==> src/logic/host_pkg.sv <==
`default_nettype none

package host_pkg;

    // trigger vector and load halves from the host
    localparam int TRIG_W = 16;
    localparam int HALF_W = 16;

    // trigger bit map, only two registers are kept
    localparam int TRIG_GAIN   = 3;             // synaptic gain
    localparam int TRIG_THRESH = 10;            // firing threshold

    // values after reset_global
    localparam logic [2*HALF_W-1:0] GAIN_RESET   = 32'd1;
    localparam logic [2*HALF_W-1:0] THRESH_RESET = 32'd30;   // x1024 in membrane units

    // one load word, seen either as the two host halves or as one value
    typedef union packed {
        struct packed {
            logic [HALF_W-1:0] hi;              // upper wire
            logic [HALF_W-1:0] lo;              // lower wire
        } half;
        logic [2*HALF_W-1:0] value;             // unsigned register value
    } param_word_u;

endpackage

`default_nettype wire

==> src/logic/pool_pkg.sv <==
`default_nettype none

package pool_pkg;

    // pool size
    localparam int NUM_MN = 7;                  // motoneurons MN1..MN7

    // datapath widths
    localparam int CUR_W = 32;                  // gain, drive, membrane
    localparam int CNT_W = 16;                  // spikes per window
    localparam int TOT_W = 32;                  // weighted emg total

    // size principle, factors are in sixteenths
    localparam int SIZE_SHIFT = 4;

    // index 0 is MN1, the smallest unit, so it gets the largest drive
    localparam int unsigned SIZE_FACTOR [NUM_MN] = '{
        75,     // MN1 ~4.69x
        49,     // MN2 ~3.06x
        30,     // MN3
        17,     // MN4
        13,     // MN5
        10,     // MN6
        8       // MN7 0.5x
    };

    // muap amplitude per unit; big late-recruited units dominate the emg
    localparam int unsigned MUAP_WEIGHT [NUM_MN] = '{
        8,      // MN1 small muap
        10,
        13,
        17,
        30,
        49,
        75      // MN7 largest muap
    };

    // threshold register to membrane units
    localparam int TH_SHIFT = 10;

endpackage

`default_nettype wire
==> src/logic/muscle_pool_top.sv <==
`default_nettype none
`timescale 1ns/1ns

module muscle_pool_top
    import pool_pkg::*;
    import host_pkg::*;
(
    input  wire                            ep50trig,
    input  wire                            reset_global,
    // host parameter load
    input  wire [HALF_W-1:0]               i_wire_lo,
    input  wire [HALF_W-1:0]               i_wire_hi,
    input  wire [TRIG_W-1:0]               i_trig,
    // stimulus
    input  wire                            i_spike_in,
    input  wire                            i_sim_tick,
    // pool outputs
    output logic [NUM_MN-1:0]              o_mn_spikes,
    output logic [NUM_MN-1:0][CNT_W-1:0]   o_mn_counts,
    output logic                           o_count_valid,
    output logic [TOT_W-1:0]               o_total,
    output logic                           o_total_valid
);

    logic [CUR_W-1:0]              gain;
    logic [CUR_W-1:0]              threshold;
    logic [NUM_MN-1:0][CUR_W-1:0]  drive;      // per-unit input current

    // gain and threshold registers
    param_regs i_param_regs (
        .ep50trig     (ep50trig),
        .reset_global (reset_global),
        .i_trig       (i_trig),
        .i_wire_lo    (i_wire_lo),
        .i_wire_hi    (i_wire_hi),
        .o_gain       (gain),
        .o_threshold  (threshold)
    );

    // spike in -> size-scaled currents, 1 cycle
    drive_scaler i_drive_scaler (
        .ep50trig     (ep50trig),
        .reset_global (reset_global),
        .i_spike_in   (i_spike_in),
        .i_gain       (gain),
        .o_drive      (drive)
    );

    // 7 integrate-and-fire units, 1 cycle
    mn_pool i_mn_pool (
        .ep50trig     (ep50trig),
        .reset_global (reset_global),
        .i_drive      (drive),
        .i_threshold  (threshold),
        .o_spikes     (o_mn_spikes)
    );

    // windowed counts per tick
    spike_counter_bank i_spike_counter_bank (
        .ep50trig      (ep50trig),
        .reset_global  (reset_global),
        .i_spikes      (o_mn_spikes),
        .i_sim_tick    (i_sim_tick),
        .o_counts      (o_mn_counts),
        .o_count_valid (o_count_valid)
    );

    // weighted total, 2 cycles after the tick
    muap_summer i_muap_summer (
        .ep50trig      (ep50trig),
        .reset_global  (reset_global),
        .i_counts      (o_mn_counts),
        .i_count_valid (o_count_valid),
        .o_total       (o_total),
        .o_total_valid (o_total_valid)
    );

endmodule

`default_nettype wire

==> src/logic/muap_summer.sv <==
`default_nettype none
`timescale 1ns/1ns

module muap_summer
    import pool_pkg::*;
(
    input  wire                            ep50trig,
    input  wire                            reset_global,
    input  wire [NUM_MN-1:0][CNT_W-1:0]    i_counts,
    input  wire                            i_count_valid,
    output logic [TOT_W-1:0]               o_total,     // emg drive estimate
    output logic                           o_total_valid
);

    logic [TOT_W-1:0] weighted_sum;

    // sum of count * muap weight, big units count most
    always_comb begin
        weighted_sum = '0;
        for (int k = 0; k < NUM_MN; k++) begin
            weighted_sum = weighted_sum + TOT_W'(i_counts[k]) * TOT_W'(MUAP_WEIGHT[k]);
        end
    end

    always_ff @(posedge ep50trig) begin
        if (reset_global) begin
            o_total       <= '0;
            o_total_valid <= 1'b0;
        end else begin
            if (i_count_valid) begin
                o_total <= weighted_sum;        // holds until the next window
            end
            o_total_valid <= i_count_valid;
        end
    end

endmodule

`default_nettype wire

==> src/logic/spike_counter_bank.sv <==
`default_nettype none
`timescale 1ns/1ns

module spike_counter_bank
    import pool_pkg::*;
(
    input  wire                            ep50trig,
    input  wire                            reset_global,
    input  wire [NUM_MN-1:0]               i_spikes,
    input  wire                            i_sim_tick,  // closes the window
    output logic [NUM_MN-1:0][CNT_W-1:0]   o_counts,    // latched per window
    output logic                           o_count_valid
);

    logic [NUM_MN-1:0][CNT_W-1:0] run_cnt;     // open window
    logic [NUM_MN-1:0][CNT_W-1:0] next_cnt;

    // running count including this cycle's spike
    always_comb begin
        for (int k = 0; k < NUM_MN; k++) begin
            next_cnt[k] = run_cnt[k] + CNT_W'(i_spikes[k]);
        end
    end

    always_ff @(posedge ep50trig) begin
        if (reset_global) begin
            run_cnt       <= '0;
            o_counts      <= '0;
            o_count_valid <= 1'b0;
        end else if (i_sim_tick) begin
            o_counts      <= next_cnt;          // spike on the tick edge lands here
            run_cnt       <= '0;                // fresh window
            o_count_valid <= 1'b1;
        end else begin
            run_cnt       <= next_cnt;
            o_count_valid <= 1'b0;
        end
    end

endmodule

`default_nettype wire

==> src/logic/mn_pool.sv <==
`default_nettype none
`timescale 1ns/1ns

module mn_pool
    import pool_pkg::*;
(
    input  wire                            ep50trig,
    input  wire                            reset_global,
    input  wire [NUM_MN-1:0][CUR_W-1:0]    i_drive,
    input  wire [CUR_W-1:0]                i_threshold, // shared by all units
    output logic [NUM_MN-1:0]              o_spikes     // one-cycle pulse per firing
);

    logic [NUM_MN-1:0][CUR_W-1:0] membrane;
    logic [NUM_MN-1:0][CUR_W:0]   mem_sum;      // extra bit, no wrap on the add
    logic [NUM_MN-1:0]            fire;
    logic [CUR_W-1:0]             th_scaled;

    // threshold in membrane units, kept at CUR_W like the register
    assign th_scaled = i_threshold << TH_SHIFT;

    // integrate this cycle's drive and compare
    always_comb begin
        for (int k = 0; k < NUM_MN; k++) begin
            mem_sum[k] = {1'b0, membrane[k]} + {1'b0, i_drive[k]};
            fire[k]    = (mem_sum[k] >= {1'b0, th_scaled});    // reach or pass
        end
    end

    // integrate-and-fire, each unit on its own
    always_ff @(posedge ep50trig) begin
        if (reset_global) begin
            membrane <= '0;
            o_spikes <= '0;
        end else begin
            for (int k = 0; k < NUM_MN; k++) begin
                if (fire[k]) begin
                    membrane[k] <= '0;          // back to rest after a spike
                end else begin
                    // below threshold so the sum fits in CUR_W
                    membrane[k] <= mem_sum[k][CUR_W-1:0];
                end
            end
            o_spikes <= fire;
        end
    end

endmodule

`default_nettype wire

==> src/logic/drive_scaler.sv <==
`default_nettype none
`timescale 1ns/1ns

module drive_scaler
    import pool_pkg::*;
(
    input  wire                            ep50trig,
    input  wire                            reset_global,
    input  wire                            i_spike_in,  // presynaptic level, sampled each cycle
    input  wire [CUR_W-1:0]                i_gain,
    output logic [NUM_MN-1:0][CUR_W-1:0]   o_drive      // one current per motoneuron
);

    logic [NUM_MN-1:0][CUR_W-1:0] scaled;

    // gain * factor / 16, product kept at CUR_W before the shift
    always_comb begin
        for (int k = 0; k < NUM_MN; k++) begin
            scaled[k] = CUR_W'(i_gain * SIZE_FACTOR[k]) >> SIZE_SHIFT;
        end
    end

    // drive only in a cycle after a presynaptic spike
    always_ff @(posedge ep50trig) begin
        if (reset_global) begin
            o_drive <= '0;
        end else if (i_spike_in) begin
            o_drive <= scaled;
        end else begin
            o_drive <= '0;                      // no input, no current
        end
    end

endmodule

`default_nettype wire

==> src/logic/param_regs.sv <==
`default_nettype none
`timescale 1ns/1ns

module param_regs
    import pool_pkg::*;
    import host_pkg::*;
(
    input  wire                ep50trig,
    input  wire                reset_global,
    input  wire [TRIG_W-1:0]   i_trig,          // one-cycle load pulses
    input  wire [HALF_W-1:0]   i_wire_lo,       // held levels
    input  wire [HALF_W-1:0]   i_wire_hi,
    output logic [CUR_W-1:0]   o_gain,
    output logic [CUR_W-1:0]   o_threshold      // unshifted
);

    param_word_u load_word;

    // glue the two halves into one word
    always_comb begin
        load_word.half.hi = i_wire_hi;
        load_word.half.lo = i_wire_lo;
    end

    // each register loads on its own trigger bit
    always_ff @(posedge ep50trig) begin
        if (reset_global) begin
            o_gain      <= GAIN_RESET;
            o_threshold <= THRESH_RESET;
        end else begin
            if (i_trig[TRIG_GAIN]) begin
                o_gain <= load_word.value;      // new gain from next cycle
            end
            if (i_trig[TRIG_THRESH]) begin
                o_threshold <= load_word.value;
            end
            // other trigger bits have no register behind them
        end
    end

endmodule

`default_nettype wire

==> config.mk <==
export PLATFORM = sky130hd
export DESIGN_NAME = muscle_pool_top
export DESIGN_NICKNAME = d
export VERILOG_FILES = /design/src/logic/host_pkg.sv /design/src/logic/pool_pkg.sv /design/src/logic/muscle_pool_top.sv /design/src/logic/muap_summer.sv /design/src/logic/spike_counter_bank.sv /design/src/logic/mn_pool.sv /design/src/logic/drive_scaler.sv /design/src/logic/param_regs.sv
export SDC_FILE = /design/constraint.sdc
export NUM_CORES = 2
export LEC_CHECK = 0
export BUFFER_PORTS_ARGS = -buffer_cell sky130_fd_sc_hd__buf_4
export CORE_ASPECT_RATIO = 0.9
export CORE_MARGIN = 2
export CORE_UTILIZATION = 40
export CTS_CLUSTER_DIAMETER = 80
export DETAILED_ROUTE_END_ITERATION = 10
export SYNTH_ARGS = -nofsm -noshare
export SYNTH_HDL_FRONTEND = slang
export SYNTH_HIERARCHICAL = 1
export SYNTH_SLANG_ARGS = --single-unit
==> constraint.sdc <==
create_clock -name ep50trig -period 20.5 [get_ports ep50trig]
set_input_delay 0 -clock ep50trig [delete_from_list [all_inputs] [get_ports ep50trig]]
set_output_delay 0 -clock ep50trig [all_outputs]
set_load 0.01 [all_outputs]
==> impl_metrics.json <==
{
  "status": "finished clean",
  "place.gp.congestion": 0.9303,
  "grt_pass1_wl_um": 283500,
  "fin_tns_setup_ns": 0,
  "avgSynthCellArea_um2": 8.896,
  "gr-total-overflow": 0,
  "first_pass_iters": 6,
  "fin_crit_ns": 7.940,
  "maxSlewHeadroom_pct": 17.46,
  "dp_hpwl_um": 145400,
  "reg2reg_from": "i_spike_counter_bank/o_counts[16]",
  "hold_viol_final": 0,
  "cts-root-buf": "clkbuf_16",
  "slowest_delay_ns": 0.54,
  "min_to": "i_param_regs/o_gain[21]",
  "drt_first_iter_violations": 3476,
  "syn_area_um2": 62250,
  "r2r-end": "i_muap_summer/o_total[23]",
  "slew_violations": 0,
  "cts_sinks": 731,
  "drc": 0,
  "ys_warn_count": 6,
  "worstHoldPathCells": 4,
  "min_path_type": "in2reg",
  "fin_nets": 8552,
  "setup_viol": 0,
  "cts_buffers": 89,
  "cp-start-kind": "flip-flop",
  "wire_per_inst_um": 19.81,
  "postRouteAntennaNets": 0,
  "h-tree-depth": 3,
  "grt_start_max_net_pins": 84,
  "irDropWorstVdd_v": 0.0001604,
  "critPathRequiredTime_ns": 21.09,
  "post-route-period-util_pct": 38.73,
  "finalPower_mw": 6.436,
  "min_from": "i_wire_hi[5]",
  "die_w_um": 419.8,
  "syn_to_final_growth_pct": 11.06,
  "netlist_instances": 6997,
  "postRouteWirelength_um": 185400,
  "rsz0062_at_grt": "no",
  "vias": 50591,
  "place_inst": 9146,
  "antenna_found_initial": 14,
  "clk_path_buf_depth": 3,
  "stdcell_count": 9357,
  "vias_per_cell": 5.407,
  "placed_area_um2": 65650,
  "worst_pin_slew_ns": 1.237,
  "worstSetupEndpointType": "flip-flop",
  "clock.fmax_ghz": 0.1259,
  "start_util_pct": 40.22,
  "rows": 137,
  "io_pins": 205,
  "layout-drive-gt1-share_pct": 6.355,
  "final_area_um2": 69140,
  "grt_usage_pct": 23.03,
  "timing.reg2reg.worst_path_depth": 32,
  "slowest_stage": "fa_1",
  "crit_type": "reg2reg",
  "skew_ns": 0.03423,
  "drv_cap": 0,
  "clock_latency_ns": 0.72,
  "portBuffers": 183,
  "core-area_um2": 154800,
  "crit_fanout": 7,
  "cts_tree": "yes",
  "clk_pin_slew_ns": 0.06,
  "power.density_nw_per_um2": 93.09,
  "cp_data_arrival_time_ns": 8.53,
  "grt_pass1_vias": 48323,
  "leakage_nw": 33.31,
  "die_h_um": 378.2,
  "ff2ff_setup_slack_ns": 12.56,
  "die_area_um2": 158800
}
[power breakdown]
part	internal, mW	leakage (nW)	total [mW]	switching [mW]
logic	1.27	25.9	3.16	1.89
clock network	0.945	1.46	1.62	0.680
registers	1.55	5.95	1.65	0.101
total	3.77	33.3	6.44	2.67
[flip-flops by register name, summed over array words and instances (netlist names)]
register / cells
i_param_regs/o_threshold: 22
i_spike_counter_bank/o_count_valid: 1
i_mn_pool/o_spikes: 7
i_mn_pool/membrane: 224
i_param_regs/o_gain: 32
i_muap_summer/o_total: 25
i_spike_counter_bank/o_counts: 112
i_muap_summer/o_total_valid: 1
i_drive_scaler/o_drive: 195
i_spike_counter_bank/run_cnt: 112
[stage by stage]
| step | hold slack [ns] | setup slack (ns) | utilization, % |
|---|---|---|---|
| 6_report | 0.08223 | 12.56 | 44.66 |
| 5_1_grt | 0.06399 | 12.05 | 44.66 |
| 4_1_cts | 0.02326 | 12.54 | 44.66 |
| 3_5_place_dp | 0.2294 | 12.54 | 42.42 |
| 3_3_place_gp | 0.2249 | 12.61 | 42.42 |
| 2_1_floorplan | 0.07931 | 13.24 | - |
[cell type report]
class,count,area (um^2)
inverters,818,3072
clock inverters,49,555.5
diodes,2,5.005
repair buffers,280,2230
flip-flops and latches,731,14630
clock buffers,113,2450
fillers,15097,85650
multi-input cells,5279,43580
well taps,2085,2609
[worst max-delay path by stage]
stage,end,start,cells after the start,slack (ns)
floorplan,i_muap_summer/o_total[23],i_spike_counter_bank/o_counts[19],32,13.24
global placement,i_muap_summer/o_total[23],i_spike_counter_bank/o_counts[16],32,12.61
detailed placement,i_muap_summer/o_total[23],i_spike_counter_bank/o_counts[16],32,12.54
CTS,i_muap_summer/o_total[23],i_spike_counter_bank/o_counts[16],32,12.54
global route,i_muap_summer/o_total[23],i_spike_counter_bank/o_counts[16],32,12.05
finish,i_muap_summer/o_total[23],i_spike_counter_bank/o_counts[16],32,12.56
[placed cells by master, fill, tap and decap left out, types with 47 or more instances in the layout]
cell / n
nor2_1: 704
nor3_1: 132
nand3_1: 134
nor2b_1: 66
o21bai_1: 58
xor2_1: 186
a21o_1: 195
dlygate4sd3_1: 47
and2_1: 102
nand2_1: 284
o21ai_0: 246
o21a_1: 72
xnor2_1: 245
dfxtp_1: 731
mux2i_1: 103
nand4_1: 117
a211oi_1: 148
ha_1: 899
fa_1: 402
buf_4: 231
inv_1: 817
and3_1: 153
clkbuf_16: 91
a21oi_1: 393
[critical path: cells and delay by family (launching register included)]
family	cells	cell delay, ns
XOR/XNOR	2	0.37
buffers and inverters	7	0.36
AND/OR/NAND/NOR	2	0.14
AO/OA/AOI/OAI	10	1.94
adder cells (fa/ha/maj)	11	4.50
flip-flops	1	0.52
[layer usage]
layer	global-route usage (%)	wire length, um	share of wire (%)	up-vias
met5	0	11	0.0059	-
met4	7.778	6697	3.6	2
met3	3.762	11440	6.2	253
met2	36.17	81590	44	1283
met1	31.96	85620	46	24385
li1	-	-	-	24668
[repair_timing]
action	in CTS	in global routing
endpoints found under the hold margin	143	0
hold buffers	47	0
gates resized for setup	0	0
setup buffers	0	0
No activity file was read; power rests on OpenSTA's default activity.
